`src/design/gpio_cfg_pkg.sv`:
```
package gpio_cfg_pkg;

  // Board target with 12 P/N pairs on the user header
  // Mapping folds host bits in groups of two pairs, so this stays even
  localparam int GPIO_PAIRS = 12;

  // Single-ended use gives two host signals per pair
  localparam int GPIO_SIGS = 2 * GPIO_PAIRS;

  // Host data bus and register width
  // Bits GPIO_SIGS and up have no pad behind them and loop back
  localparam int HOST_WIDTH = 32;

  // Word address into the eight-entry register file
  localparam int ADDR_WIDTH = 3;

endpackage

```
`src/design/gpio_reg_pkg.sv`:
```
package gpio_reg_pkg;

  import gpio_cfg_pkg::*;

  // Register map, one word per address
  localparam logic [ADDR_WIDTH-1:0] REG_OUT      = 3'd0; // Output value, R/W
  localparam logic [ADDR_WIDTH-1:0] REG_TRI      = 3'd1; // Tristate, 1 = input
  localparam logic [ADDR_WIDTH-1:0] REG_IN       = 3'd2; // Synced pins, RO
  localparam logic [ADDR_WIDTH-1:0] REG_OUT_SET  = 3'd3; // Ones set out bits, WO
  localparam logic [ADDR_WIDTH-1:0] REG_OUT_CLR  = 3'd4; // Ones clear out bits, WO
  localparam logic [ADDR_WIDTH-1:0] REG_IRQ_EN   = 3'd5; // Interrupt enable
  localparam logic [ADDR_WIDTH-1:0] REG_IRQ_POL  = 3'd6; // 1 = rising, 0 = falling
  localparam logic [ADDR_WIDTH-1:0] REG_IRQ_STAT = 3'd7; // Sticky, W1C

  // All pins come up as inputs
  localparam logic [HOST_WIDTH-1:0] TRI_RESET = '1;

  // Output latch starts low so pads drive low once enabled
  localparam logic [HOST_WIDTH-1:0] OUT_RESET = '0;

  // Interrupt enable, polarity and status all start cleared
  localparam logic [HOST_WIDTH-1:0] IRQ_RESET = '0;

endpackage

```
`src/design/gpio_ctrl.sv`:
```
`timescale 1ns/1ns

module gpio_ctrl
  import gpio_cfg_pkg::*, gpio_reg_pkg::*;
(
  input  logic                  clk_i,
  input  logic                  rst_i,
  // Host side, four-phase req/ack
  input  logic                  req_i,
  input  logic                  we_i,
  input  logic [ADDR_WIDTH-1:0] addr_i,
  input  logic [HOST_WIDTH-1:0] wdata_i,
  output logic                  ack_o,
  output logic [HOST_WIDTH-1:0] rdata_o,
  // Single-cycle write strobes to the datapath
  output logic                  out_we_o,
  output logic                  tri_we_o,
  output logic                  set_we_o,
  output logic                  clr_we_o,
  output logic                  en_we_o,
  output logic                  pol_we_o,
  output logic                  stat_clr_we_o,
  output logic [HOST_WIDTH-1:0] wdata_o,
  // Register values back for the read mux
  input  logic [HOST_WIDTH-1:0] out_val_i,
  input  logic [HOST_WIDTH-1:0] tri_val_i,
  input  logic [HOST_WIDTH-1:0] in_val_i,
  input  logic [HOST_WIDTH-1:0] en_val_i,
  input  logic [HOST_WIDTH-1:0] pol_val_i,
  input  logic [HOST_WIDTH-1:0] stat_val_i
);

  typedef enum logic [1:0] {
    ST_IDLE,   // Waiting for req
    ST_ACCESS, // Strobe or capture issued here
    ST_ACK     // Ack raised, wait for req to drop
  } state_t;

  state_t                state_q;
  logic [HOST_WIDTH-1:0] rd_mux;

  // Read mux, write-only addresses give zero
  always_comb begin
    case (addr_i)
      REG_OUT:      rd_mux = out_val_i;
      REG_TRI:      rd_mux = tri_val_i;
      REG_IN:       rd_mux = in_val_i;
      REG_IRQ_EN:   rd_mux = en_val_i;
      REG_IRQ_POL:  rd_mux = pol_val_i;
      REG_IRQ_STAT: rd_mux = stat_val_i;
      default:      rd_mux = '0; // SET and CLR aliases
    endcase
  end

  always_ff @(posedge clk_i) begin
    if (rst_i) begin
      state_q       <= ST_IDLE;
      ack_o         <= 1'b0;
      out_we_o      <= 1'b0;
      tri_we_o      <= 1'b0;
      set_we_o      <= 1'b0;
      clr_we_o      <= 1'b0;
      en_we_o       <= 1'b0;
      pol_we_o      <= 1'b0;
      stat_clr_we_o <= 1'b0;
    end else begin
      // Strobes default low so each lasts one cycle
      out_we_o      <= 1'b0;
      tri_we_o      <= 1'b0;
      set_we_o      <= 1'b0;
      clr_we_o      <= 1'b0;
      en_we_o       <= 1'b0;
      pol_we_o      <= 1'b0;
      stat_clr_we_o <= 1'b0;
      case (state_q)
        ST_IDLE: begin
          if (req_i) state_q <= ST_ACCESS;
        end
        ST_ACCESS: begin
          state_q <= ST_ACK;
          if (we_i) begin // REG_IN writes match nothing and are dropped
            out_we_o      <= (addr_i == REG_OUT);
            tri_we_o      <= (addr_i == REG_TRI);
            set_we_o      <= (addr_i == REG_OUT_SET);
            clr_we_o      <= (addr_i == REG_OUT_CLR);
            en_we_o       <= (addr_i == REG_IRQ_EN);
            pol_we_o      <= (addr_i == REG_IRQ_POL);
            stat_clr_we_o <= (addr_i == REG_IRQ_STAT);
          end
        end
        ST_ACK: begin
          if (!req_i) begin // Host released, close the handshake
            ack_o   <= 1'b0;
            state_q <= ST_IDLE;
          end else begin
            ack_o   <= 1'b1; // Same edge the strobe lands in the registers
          end
        end
        default: state_q <= ST_IDLE;
      endcase
    end
  end

  // Data path of the handshake
  always_ff @(posedge clk_i) begin
    if (state_q == ST_ACCESS) wdata_o <= wdata_i;
    // Capture once, on the edge raising ack, then hold
    if (state_q == ST_ACK && !ack_o && req_i && !we_i) rdata_o <= rd_mux;
  end

  // Ack only ever answers a pending request
  a_ack_needs_req : assert property (@(posedge clk_i) disable iff (rst_i)
    $rose(ack_o) |-> $past(req_i));

  // One register touched per handshake
  a_one_strobe : assert property (@(posedge clk_i) disable iff (rst_i)
    $onehot0({out_we_o, tri_we_o, set_we_o, clr_we_o, en_we_o, pol_we_o, stat_clr_we_o}));

endmodule

```
`src/design/gpio_out_regs.sv`:
```
`timescale 1ns/1ns

module gpio_out_regs
  import gpio_cfg_pkg::*, gpio_reg_pkg::*;
(
  input  logic                  clk_i,
  input  logic                  rst_i,
  input  logic                  out_we_i,  // Plain write of REG_OUT
  input  logic                  tri_we_i,  // Plain write of REG_TRI
  input  logic                  set_we_i,  // OR into output
  input  logic                  clr_we_i,  // AND NOT into output
  input  logic [HOST_WIDTH-1:0] wdata_i,
  output logic [HOST_WIDTH-1:0] out_val_o,
  output logic [HOST_WIDTH-1:0] tri_val_o
);

  logic [HOST_WIDTH-1:0] out_q;
  logic [HOST_WIDTH-1:0] tri_q;

  // Output latch with set/clear aliases
  always_ff @(posedge clk_i) begin
    if (rst_i) begin
      out_q <= OUT_RESET;
    end else if (out_we_i) begin
      out_q <= wdata_i;
    end else if (set_we_i) begin
      out_q <= out_q | wdata_i;  // Ones set
    end else if (clr_we_i) begin
      out_q <= out_q & ~wdata_i; // Ones clear
    end
  end

  // Tristate, all inputs out of reset
  always_ff @(posedge clk_i) begin
    if (rst_i) begin
      tri_q <= TRI_RESET;
    end else if (tri_we_i) begin
      tri_q <= wdata_i;
    end
  end

  assign out_val_o = out_q;
  assign tri_val_o = tri_q;

  // Aliases are separate addresses, so never both at once
  a_set_clr_excl : assert property (@(posedge clk_i) disable iff (rst_i)
    !(set_we_i && clr_we_i));

endmodule

```
`src/design/gpio_in_edge.sv`:
```
`timescale 1ns/1ns

module gpio_in_edge
  import gpio_cfg_pkg::*, gpio_reg_pkg::*;
(
  input  logic                  clk_i,
  input  logic                  rst_i,
  input  logic [HOST_WIDTH-1:0] pin_i,        // Async pin values from pin map
  input  logic                  en_we_i,
  input  logic                  pol_we_i,
  input  logic                  stat_clr_we_i,
  input  logic [HOST_WIDTH-1:0] wdata_i,
  output logic [HOST_WIDTH-1:0] in_val_o,
  output logic [HOST_WIDTH-1:0] en_val_o,
  output logic [HOST_WIDTH-1:0] pol_val_o,
  output logic [HOST_WIDTH-1:0] stat_val_o,
  output logic                  irq_o
);

  logic [HOST_WIDTH-1:0] sync1_q, sync2_q; // Two-flop synchronizer
  logic [HOST_WIDTH-1:0] prev_q;           // Last synced value for edge detect
  logic [HOST_WIDTH-1:0] en_q, pol_q, stat_q;
  logic [HOST_WIDTH-1:0] rise, fall, hit;
  logic [HOST_WIDTH-1:0] clr_mask;

  assign rise     = sync2_q & ~prev_q;
  assign fall     = ~sync2_q & prev_q;
  assign hit      = (pol_q & rise) | (~pol_q & fall); // Polarity picks the edge
  assign clr_mask = stat_clr_we_i ? wdata_i : '0;

  always_ff @(posedge clk_i) begin
    if (rst_i) begin
      sync1_q <= '0;
      sync2_q <= '0;
      prev_q  <= '0;
      en_q    <= IRQ_RESET;
      pol_q   <= IRQ_RESET;
      stat_q  <= IRQ_RESET;
    end else begin
      sync1_q <= pin_i;
      sync2_q <= sync1_q;
      prev_q  <= sync2_q;
      if (en_we_i) en_q <= wdata_i;
      if (pol_we_i) pol_q <= wdata_i;
      // Edge after clear, so a fresh edge survives a same-cycle W1C
      stat_q <= (stat_q & ~clr_mask) | hit;
    end
  end

  assign in_val_o   = sync2_q;
  assign en_val_o   = en_q;
  assign pol_val_o  = pol_q;
  assign stat_val_o = stat_q;
  assign irq_o      = |(stat_q & en_q); // Masked status, no extra flop

  // Interrupt line only with an enabled pending bit
  a_irq_source : assert property (@(posedge clk_i) disable iff (rst_i)
    irq_o |-> (stat_val_o & en_val_o) != '0);

endmodule

```
`src/design/gpio_pin_map.sv`:
```
`timescale 1ns/1ns

module gpio_pin_map
  import gpio_cfg_pkg::*;
(
  input  logic [HOST_WIDTH-1:0] out_val_i,  // Host-side output values
  input  logic [HOST_WIDTH-1:0] tri_val_i,  // Host-side tristate, 1 = input
  output logic [HOST_WIDTH-1:0] pin_o,      // Host-side pin readback
  input  logic [GPIO_PAIRS-1:0] pad_n_i,
  input  logic [GPIO_PAIRS-1:0] pad_p_i,
  output logic [GPIO_PAIRS-1:0] pad_n_o,
  output logic [GPIO_PAIRS-1:0] pad_p_o,
  output logic [GPIO_PAIRS-1:0] pad_n_oe_o,
  output logic [GPIO_PAIRS-1:0] pad_p_oe_o
);

  // Interleave works on two pairs at a time
  if (GPIO_PAIRS % 2 != 0) begin : g_bad_pairs
    $error("GPIO_PAIRS must be even");
  end

  // Per group: host 2m,2m+1 on N pairs m,m+1; host 2m+2,2m+3 on P pairs m,m+1
  for (genvar m = 0; m < GPIO_PAIRS; m += 2) begin : g_pair_grp
    // Pads to host
    assign pin_o[2*m]   = pad_n_i[m];
    assign pin_o[2*m+1] = pad_n_i[m+1];
    assign pin_o[2*m+2] = pad_p_i[m];
    assign pin_o[2*m+3] = pad_p_i[m+1];

    // Host to pad drivers
    assign pad_n_o[m]   = out_val_i[2*m];
    assign pad_n_o[m+1] = out_val_i[2*m+1];
    assign pad_p_o[m]   = out_val_i[2*m+2];
    assign pad_p_o[m+1] = out_val_i[2*m+3];

    // Enable is active high, tristate bit is active high for input
    assign pad_n_oe_o[m]   = ~tri_val_i[2*m];
    assign pad_n_oe_o[m+1] = ~tri_val_i[2*m+1];
    assign pad_p_oe_o[m]   = ~tri_val_i[2*m+2];
    assign pad_p_oe_o[m+1] = ~tri_val_i[2*m+3];
  end

  // No pad behind the upper host bits, read back what would be driven
  assign pin_o[HOST_WIDTH-1:GPIO_SIGS] = out_val_i[HOST_WIDTH-1:GPIO_SIGS]
                                       & ~tri_val_i[HOST_WIDTH-1:GPIO_SIGS];

endmodule

```
`src/design/gpio_top.sv`:
```
`timescale 1ns/1ns

module gpio_top
  import gpio_cfg_pkg::*;
(
  input  logic                  clk_i,
  input  logic                  rst_i,
  // Host bus
  input  logic                  req_i,
  input  logic                  we_i,
  input  logic [ADDR_WIDTH-1:0] addr_i,
  input  logic [HOST_WIDTH-1:0] wdata_i,
  output logic                  ack_o,
  output logic [HOST_WIDTH-1:0] rdata_o,
  // Header pads, board buffers sit outside
  input  logic [GPIO_PAIRS-1:0] pad_n_i,
  input  logic [GPIO_PAIRS-1:0] pad_p_i,
  output logic [GPIO_PAIRS-1:0] pad_n_o,
  output logic [GPIO_PAIRS-1:0] pad_p_o,
  output logic [GPIO_PAIRS-1:0] pad_n_oe_o,
  output logic [GPIO_PAIRS-1:0] pad_p_oe_o,
  output logic                  irq_o
);

  logic                  out_we, tri_we, set_we, clr_we;   // To output regs
  logic                  en_we, pol_we, stat_clr_we;       // To input path
  logic [HOST_WIDTH-1:0] wdata;
  logic [HOST_WIDTH-1:0] out_val, tri_val;
  logic [HOST_WIDTH-1:0] in_val, en_val, pol_val, stat_val;
  logic [HOST_WIDTH-1:0] pin_in;                           // Pads plus loopback

  gpio_ctrl i_gpio_ctrl (
    .clk_i         (clk_i),
    .rst_i         (rst_i),
    .req_i         (req_i),
    .we_i          (we_i),
    .addr_i        (addr_i),
    .wdata_i       (wdata_i),
    .ack_o         (ack_o),
    .rdata_o       (rdata_o),
    .out_we_o      (out_we),
    .tri_we_o      (tri_we),
    .set_we_o      (set_we),
    .clr_we_o      (clr_we),
    .en_we_o       (en_we),
    .pol_we_o      (pol_we),
    .stat_clr_we_o (stat_clr_we),
    .wdata_o       (wdata),
    .out_val_i     (out_val),
    .tri_val_i     (tri_val),
    .in_val_i      (in_val),
    .en_val_i      (en_val),
    .pol_val_i     (pol_val),
    .stat_val_i    (stat_val)
  );

  gpio_out_regs i_gpio_out_regs (
    .clk_i     (clk_i),
    .rst_i     (rst_i),
    .out_we_i  (out_we),
    .tri_we_i  (tri_we),
    .set_we_i  (set_we),
    .clr_we_i  (clr_we),
    .wdata_i   (wdata),
    .out_val_o (out_val),
    .tri_val_o (tri_val)
  );

  gpio_in_edge i_gpio_in_edge (
    .clk_i         (clk_i),
    .rst_i         (rst_i),
    .pin_i         (pin_in),
    .en_we_i       (en_we),
    .pol_we_i      (pol_we),
    .stat_clr_we_i (stat_clr_we),
    .wdata_i       (wdata),
    .in_val_o      (in_val),
    .en_val_o      (en_val),
    .pol_val_o     (pol_val),
    .stat_val_o    (stat_val),
    .irq_o         (irq_o)
  );

  // Board-specific fold onto the N/P header
  gpio_pin_map i_gpio_pin_map (
    .out_val_i  (out_val),
    .tri_val_i  (tri_val),
    .pin_o      (pin_in),
    .pad_n_i    (pad_n_i),
    .pad_p_i    (pad_p_i),
    .pad_n_o    (pad_n_o),
    .pad_p_o    (pad_p_o),
    .pad_n_oe_o (pad_n_oe_o),
    .pad_p_oe_o (pad_p_oe_o)
  );

endmodule

```
`config.mk`:
```
export PLATFORM = sky130hd
export DESIGN_NAME = gpio_top
export DESIGN_NICKNAME = d
export VERILOG_FILES = /design/src/design/gpio_cfg_pkg.sv /design/src/design/gpio_reg_pkg.sv /design/src/design/gpio_ctrl.sv /design/src/design/gpio_out_regs.sv /design/src/design/gpio_in_edge.sv /design/src/design/gpio_pin_map.sv /design/src/design/gpio_top.sv
export SDC_FILE = /design/constraint.sdc
export NUM_CORES = 1
export LEC_CHECK = 0
export BUFFER_PORTS_ARGS = -buffer_cell sky130_fd_sc_hd__buf_2
export CAP_MARGIN = 20
export CELL_PAD_IN_SITES_DETAIL_PLACEMENT = 1
export CELL_PAD_IN_SITES_GLOBAL_PLACEMENT = 1
export CORE_MARGIN = 8
export CORE_UTILIZATION = 41
export DETAILED_ROUTE_END_ITERATION = 6
export GPL_TIMING_DRIVEN = 0
export PLACE_DENSITY = 0.86
export SYNTH_ARGS = -nofsm -noshare
export SYNTH_HDL_FRONTEND = slang
export SYNTH_SLANG_ARGS = --single-unit
```
`constraint.sdc`:
```
create_clock -name clk_i -period 3.5 [get_ports clk_i]
set_clock_uncertainty 0.15 [all_clocks]
set_input_delay 0.35 -clock clk_i [delete_from_list [all_inputs] [get_ports clk_i]]
set_output_delay 0.35 -clock clk_i [all_outputs]
set_load 0.02 [all_outputs]
```
==> impl_summary.log, run 1 <==
[metrics] number of fillers in the final layout: 3,362
[metrics] synthesized area per cell: 10.5 um^2
[metrics] overall power of the completed layout: 8.19 mW
[metrics] worst setup path startpoint: i_gpio_in_edge.en_val_o[13]
[metrics] Remaining DRCs: 0
[metrics] biggest fanout along the worst timing path: 3
[metrics] antenna viol nets, final: 0
[metrics] area of the die: between 0.03 and 0.04 mm^2
[metrics] run status: completed
[metrics] core area: 0.0305 mm^2
[metrics] portion of the post-synthesis area used by sequential elements: 0.572
[metrics] top cells by area in the synthesized netlist: dfxtp_1, edfxtp_1, a22oi_1, mux2i_1, nor2b_1
[metrics] TritonCTS clock tree: built
[metrics] maximum achievable frequency: 0.349 GHz
[metrics] count of flip-flops with a built-in enable after synthesis: 64
[metrics] Worst-Margin Slew: 0.992 ns
[metrics] cell-by-cell listing of the critical path: a22oi_1, nand4_1, or4_1, buf_2
[metrics] area post-placement: 0.0139 mm^2
[metrics] Setup Total Neg Slack: 0 ns
[metrics] Setup Crit Path Kind: register to output port
[metrics] number of setup buffers added after CTS: 0
[metrics] YS warnings: 0
[metrics] Synth area leader: dfxtp_1
[metrics] number of max-cap violations: 0
[metrics] type of the most critical hold path: primary input to register
[metrics] number of detailed-routing iterations run before antenna repair: 7
[metrics] Clock H-tree levels: 2
[metrics] last weighted congestion value of the routability-driven placer: around 0.90
[metrics] pin count of the biggest net entering global routing: 34
[metrics] overall fraction of global-route tracks in use: 0.252
[metrics] number of antenna violations at the first check in global routing: 0
[metrics] post-CTS clock slew at the launch and capture registers of the worst setup and hold paths: 0.06 ns
[metrics] met3 usage: 0.0603
[metrics] final hold violation count: 0
[metrics] P&R area growth vs syn: 23.5%
[metrics] count of antenna diodes in the layout: 0
[metrics] Post-Route WL: 47,200 um
[metrics] maximum count of clock buffers along a single path: 3
[metrics] violation count after the first detailed-routing iteration: 1,075
[metrics] Worst setup SP type: register
[metrics] largest voltage drop on the vdd net: 421 uV
[metrics] Yosys reg bits: 330
[metrics] number of ports placed on the die boundary: 145
[metrics] # resized after CTS: 0
[metrics] number of core rows: 64
[metrics] Worst Hold Launch: addr_i[1]
[metrics] data required time of the worst path: ~3 ns
[metrics] arrival time of the worst setup path: 2.36 ns
[metrics] placed wire-length estimate: 30,600 um
[metrics] starting utilization of the core area: 0.415
[metrics] Die Span X: 192 um
[metrics] worst hold slack across all endpoints: 0.0510 ns
[metrics] master cell of the clock root buffer: clkbuf_16
[metrics] setup repair after global routing missed its margin: false
[metrics] via count of the first global-routing pass: 11,580
[metrics] number of buffers inserted by hold repair at cts: 57
[metrics] met2 routing resource usage after global routing: 0.410
[metrics] fin nets: 1,516
[metrics] summed instance area of the synthesized netlist: approximately 0.013 mm^2
[metrics] clock latency on the worst-skew pair: 0.52 ns
[metrics] worst-case reg-to-reg path depth: 5
[metrics] Leak Pwr: 6.02 nW
[metrics] nets in the synthesized netlist: 1,274
[metrics] cell with the most instances after synthesis: dfxtp_1
[metrics] Final period util: 0.819
[metrics] most frequent cells after synthesis: dfxtp_1, a22oi_1, nand2_1
[metrics] fin. max-slew vios: 0
[metrics] cell with the biggest individual delay on the critical path: or4_1
[metrics] number of distinct library cell variants in the gate-level netlist after synthesis: 34
[metrics] Setup crit end kind: output port
[metrics] proportion of layout cells with a drive suffix above 1: 0.185
[metrics] number of buffers created by CTS: 36
[metrics] slowest cell delay on critical path: 0.55 ns
[metrics] wire length of the first global-routing pass: 70,300 um
[metrics] layer carrying the most global-route usage: met2
[metrics] clock sink count: 330
[metrics] worst hold path cell count: 3
[metrics] vias post-DR: 10,784
[metrics] Yosys top cell area share: 0.421
[metrics] minimum clock period after layout: 2.86 ns
[metrics] primary flip-flop cell chosen by synthesis mapping: dfxtp_1
[metrics] synthesized instance count: between 1,000 and 1,500
[metrics] Port Buffers: 144
[metrics] GRT overflow: 0
[metrics] PwrDens: 524 mW/mm^2
[metrics] post-route design area: 0.0156 mm^2
[metrics] WL per Instance: 25.2 um
[metrics] startpoint of the most critical register-to-register path: i_gpio_ctrl.state_q[1]
[metrics] share of synthesized flip-flops with an asynchronous set or reset: 0
[metrics] max-slew headroom at the worst pin: 0.339
[metrics] count of final setup violators: 0
[metrics] met1 layer usage reported by global route: 0.305
[metrics] overall die height: 192 um
[metrics] ratio of routed vias to standard cells: ~5.8
-- path summary, 6_finish.rpt --
check / end / slack (ns)
worst max-delay path: irq_o / 0.64
worst min-delay path: i_gpio_ctrl.en_we_o / 0.05
worst max register to register: i_gpio_ctrl.clr_we_o / 1.23
worst min register to register: i_gpio_in_edge.in_val_o[13] / 0.29
-- cells by family after synthesis --
kind of cell | count (synthesis) | synth area share
compound gates | 203 | 0.118
buf+inv | 131 | 0.0561
flops | 330 | 0.572
mux | 104 | 0.0822
simple gates | 443 | 0.172
-- final cells by class --
| class | count | area (um^2) | area share |
|---|---|---|---|
| Clock inverter | 11 | 80.1 | 0.00512 |
| Multi-Input combinational cell | 750 | 4710 | 0.301 |
| Timing Repair Buffer | 204 | 1330 | 0.0847 |
| Inverter | 28 | 105 | 0.00672 |
| Sequential cell | 330 | 7250 | 0.463 |
| Buffer | 103 | 606 | 0.0387 |
| Clock buffer | 52 | 1070 | 0.0686 |
| Tap cell | 396 | 495 | 0.0317 |
-- worst max-delay path: cells and delay by family (launching register included) --
family / cells / cell delay [ns]
buffers and inverters: 1 / 0.20
DFF: 1 / 0.35
AOI/OAI and AO/OA: 1 / 0.41
and+or+nand+nor: 2 / 0.89
-- power by group --
group	switching [mW]	internal, mW
Sequential	0.0803	3.95
Combinational	0.248	0.163
Clock	1.54	2.20
-- stage by stage --
stage,std cells,setup WS [ns],utilization
after global routing,1874,0.648,0.513
after floorplan,1211,0.182,-
after CTS,1874,0.886,0.513
after global placement,1751,-1.76,0.455
after detailed placement,1754,1.20,0.456
final,1874,0.635,0.513
-- placed cells by master (no fill, tap or decap), drive strengths merged, types with 2 or more instances in the layout --
| cell type | count |
|---|---|
| a21oi | 2 |
| a22oi | 144 |
| a31oi | 32 |
| and3b | 2 |
| buf | 212 |
| clkbuf | 90 |
| clkinv | 10 |
| dfxtp | 266 |
| dlygate4sd3 | 57 |
| edfxtp | 64 |
| inv | 28 |
| mux2i | 104 |
| nand2 | 131 |
| nand3 | 34 |
| nand3b | 33 |
| nand4 | 4 |
| nor2 | 130 |
| nor2b | 88 |
| nor3 | 4 |
| nor3b | 10 |
| nor4b | 2 |
| o211ai | 24 |
-- layer usage --
layer  routed length (um)  up-vias
li1                     -     4718
met1                18700     5325
met2                22000      560
met3                 4100      181
met4                 2410        0
met5                    0        -
(Power assumes the default switching activity.)
==> run 2, diff against run 1 <==
==> constraint.sdc (replaced) <==
create_clock -name clk_i -period 2.4 [get_ports clk_i]
set_clock_uncertainty 0.15 [all_clocks]
set_input_delay 0.24 -clock clk_i [delete_from_list [all_inputs] [get_ports clk_i]]
set_output_delay 0.24 -clock clk_i [all_outputs]
set_load 0.02 [all_outputs]
==> impl_summary.log, run 2 (synthesis results as in run 1) <==
[metrics] Leak Pwr: 6.03 nW (was 6.02 nW)
[metrics] Stages on worst setup path: 4 (unchanged)
[metrics] Net Sw Frac: 0.227 (was 0.229)
[metrics] WL per Instance: 24.9 um (was 25.2 um)
[metrics] Post-Route WL: 46,700 um (was 47,200 um)
[metrics] fin nets: 1,517 (was 1,516)
[metrics] master cell of the clock root buffer: clkbuf_16 (unchanged)
[metrics] sequential share of power: 0.485 (was 0.492)
[metrics] number of core rows: 64 (unchanged)
[metrics] total area of multi-input combinational cells: 0.00476 mm^2 (was 0.00471 mm^2)
[metrics] Die Span X: 192 um (unchanged)
[metrics] TritonCTS clock tree: built (unchanged)
[metrics] Remaining DRCs: 0 (unchanged)
[metrics] setup repair after global routing missed its margin: true (was false)
[metrics] antenna viol nets, final: 0 (unchanged)
[metrics] commonest cells after routing, fill and taps aside: dfxtp_1, buf_2, a22oi_1 (unchanged)
[metrics] number of buffers created by CTS: 36 (unchanged)
[metrics] count of final setup violators: 0 (unchanged)
[metrics] fin util: 0.516 (was 0.513)
[metrics] post-CTS clock slew at the launch and capture registers of the worst setup and hold paths: 0.06 ns (about the same)
[metrics] worst-case register-to-register setup slack: 0.16 ns (was 1.23 ns)
[metrics] core area: 0.0305 mm^2 (unchanged)
[metrics] area of the die: 0.0368 mm^2 (unchanged)
[metrics] clock sink count: 330 (unchanged)
[metrics] clock latency on the worst-skew pair: 0.52 ns (about the same)
[metrics] destination of the worst register-to-register timing path: i_gpio_ctrl.set_we_o (was i_gpio_ctrl.clr_we_o)
[metrics] run status: completed (unchanged)
[metrics] Setup Crit Path Kind: register to output port (unchanged)
[metrics] via count of the first global-routing pass: 11,849 (was 11,580)
[metrics] number of detailed-routing iterations run before antenna repair: 5 (was 7)
[metrics] Worst-Margin Slew: 0.974 ns (was 0.992 ns)
[metrics] Setup crit end kind: output port (unchanged)
[metrics] final hold violation count: 0 (unchanged)
[metrics] vias post-DR: 10,804 (was 10,784)
[metrics] overall power of the completed layout: 12.1 mW (was 8.19 mW)
[metrics] PwrDens: 770 mW/mm^2 (was 524 mW/mm^2)
[metrics] worst-case reg-to-reg path depth: 5 (unchanged)
[metrics] slowest cell delay on critical path: 0.54 ns (was 0.55 ns)
[metrics] cell-by-cell listing of the critical path: a22oi_2, nand4_1, or4_4, buf_4 (was a22oi_1, nand4_1, or4_1, buf_2)
[metrics] buffering stage count on the worst path with inverters included: 1 (unchanged)
[metrics] most common cell after layout, fill and taps aside: dfxtp_1 (unchanged)
[metrics] data required time of the worst path: 2.01 ns (was 3.00 ns)
[metrics] number of ports placed on the die boundary: 145 (unchanged)
[metrics] Clock H-tree levels: 2 (unchanged)
[metrics] number of max-cap violations: 0 (unchanged)
[metrics] cell with the biggest individual delay on the critical path: or4_4 (was or4_1)
[metrics] biggest fanout along the worst timing path: 3 (unchanged)
[metrics] proportion of layout cells with a drive suffix above 1: 0.193 (was 0.185)
[metrics] number of fillers in the final layout: 3,377 (was 3,362)
[metrics] starting utilization of the core area: 0.415 (unchanged)
[metrics] maximum achievable frequency: 0.420 GHz
[metrics] fin. max-slew vios: 0 (unchanged)
[metrics] category of cells accounting for the largest share of critical-path delay: simple AND/OR/NAND/NOR gates (unchanged)
[metrics] Int Power: 9.37 mW (was 6.32 mW)
[metrics] GRT overflow: 0 (unchanged)
[metrics] overall fraction of global-route tracks in use: 0.249 (was 0.252)
[metrics] placed wire-length estimate: 30,600 um (about the same)
[metrics] type of the most critical hold path: primary input to register (unchanged)
[metrics] Net Sw Power: 2.75 mW (was 1.87 mW)
[metrics] Worst setup SP type: register (unchanged)
[metrics] overall die height: 192 um (unchanged)
[metrics] register area: 0.00726 mm^2 (was 0.00725 mm^2)
[metrics] count of antenna diodes in the layout: 0 (unchanged)
[metrics] pin count of the biggest net entering global routing: 34 (unchanged)
[metrics] largest voltage drop on the vdd net: 466 uV (was 421 uV)
[metrics] ratio of routed vias to standard cells: 5.76 (was 5.75)
[metrics] arrival time of the worst setup path: 1.99 ns (was 2.36 ns)
[metrics] share of total power in combinational logic: 0.050 (about the same)
[metrics] Critical Path Sink: irq_o (unchanged)
[metrics] wire length of the first global-routing pass: 70,000 um (was 70,300 um)
[metrics] last weighted congestion value of the routability-driven placer: 0.928 (was 0.897)
[metrics] max-slew headroom at the worst pin: 0.348 (was 0.339)
[metrics] number of antenna violations at the first check in global routing: 0 (unchanged)
[metrics] startpoint of the most critical register-to-register path: i_gpio_ctrl.state_q[1] (unchanged)
[metrics] Final period util: 0.991
[metrics] violation count after the first detailed-routing iteration: 1,013 (was 1,075)
[metrics] number of setup buffers added after CTS: 0 (unchanged)
[metrics] Port Buffers: 144 (unchanged)
[metrics] P&R area growth vs syn: 24.4% (was 23.5%)
[metrics] maximum count of clock buffers along a single path: 3 (unchanged)
[metrics] minimum clock period after layout: 2.38 ns
[metrics] part of the power in the clock network: 0.466 (was 0.457)
[metrics] worst setup path startpoint: i_gpio_in_edge.stat_val_o[30] (was i_gpio_in_edge.en_val_o[13])
run 2: changes by cell type in the layout (fill, tap and decap cells not counted), sizes merged:
cell	before	now
clkbuf	90	89
clkinv	10	4
inv	28	30
dlygate4sd3	57	60
buf	212	210
clkinvlp	0	3
bufinv	1	3
run 2: tightest hold or removal path, cell delays in order:
cell and delay (ns):
buf_2 0.15, nand3_1 0.23, nor2_1 0.07
run 2: final cells by class:
class,count,area share
timing repair buffer,205,0.0850
inverter,28,0.00667
buffer,103,0.0384
tap,396,0.0315
clock inverter,12,0.00913
sequential,330,0.461
multi-input combinational,750,0.302
clock buffer,51,0.0666
run 2: what timing repair did:
item | 4_1_cts | 5_1_grt
cloned | 0 | 0
pin swaps | 0 | 3
resized for setup | 4 | 13
hold endpoints to repair | 62 | 0
hold buffers | 60 | 0
setup endpoints to repair | 1 | 1
run 2: per-layer routing:
| metal | GRT usage | part of all wire |
|---|---|---|
| met1 | 0.298 | 0.39 |
| met2 | 0.411 | 0.47 |
| met3 | 0.0554 | 0.092 |
| met4 | 0.138 | 0.053 |
| met5 | 0 | 0 |
run 2: power by group through the flow:
stage	Sequential [mW]	Clock, mW	Combinational (mW)
floorplan	5.95	0	0.274
global placement	5.98	0	0.492
detailed placement	5.99	0	0.507
CTS	5.87	5.66	0.591
global route	5.89	5.91	0.634
finish	5.88	5.65	0.602
run 2: metrics by stage:
| stage | std cells | hold WS, ns | setup TNS [ns] | setup slack, ns | cell area, um^2 |
|---|---|---|---|---|---|
| 2_1_floorplan | 1211 | 0.189 | 0 | 0.0525 | 12700 |
| 5_1_grt | 1875 | 0.0755 | -0.0160 | -0.0160 | 15800 |
| 6_report | 1875 | 0.0747 | 0 | 0.0211 | 15800 |
| 3_5_place_dp | 1752 | 0.269 | 0 | 0.125 | 13900 |
| 3_3_place_gp | 1751 | 0.267 | -33.99 | -1.02 | 13900 |
| 4_1_cts | 1875 | 0.0460 | 0 | 0.0185 | 15700 |
run 2: worst min-delay path by stage:
stage / depth (start not counted) / start / to
2_1_floorplan: 0 / wdata_i[0] / i_gpio_ctrl.wdata_o[0]
4_1_cts: 3 / rst_i / i_gpio_out_regs.tri_val_o[0]
3_3_place_gp: 1 / i_gpio_in_edge.sync1_q[24] / i_gpio_in_edge.in_val_o[24]
5_1_grt: 3 / rst_i / i_gpio_out_regs.tri_val_o[0]
3_5_place_dp: 1 / wdata_i[16] / i_gpio_ctrl.wdata_o[16]
6_report: 3 / we_i / i_gpio_ctrl.stat_clr_we_o
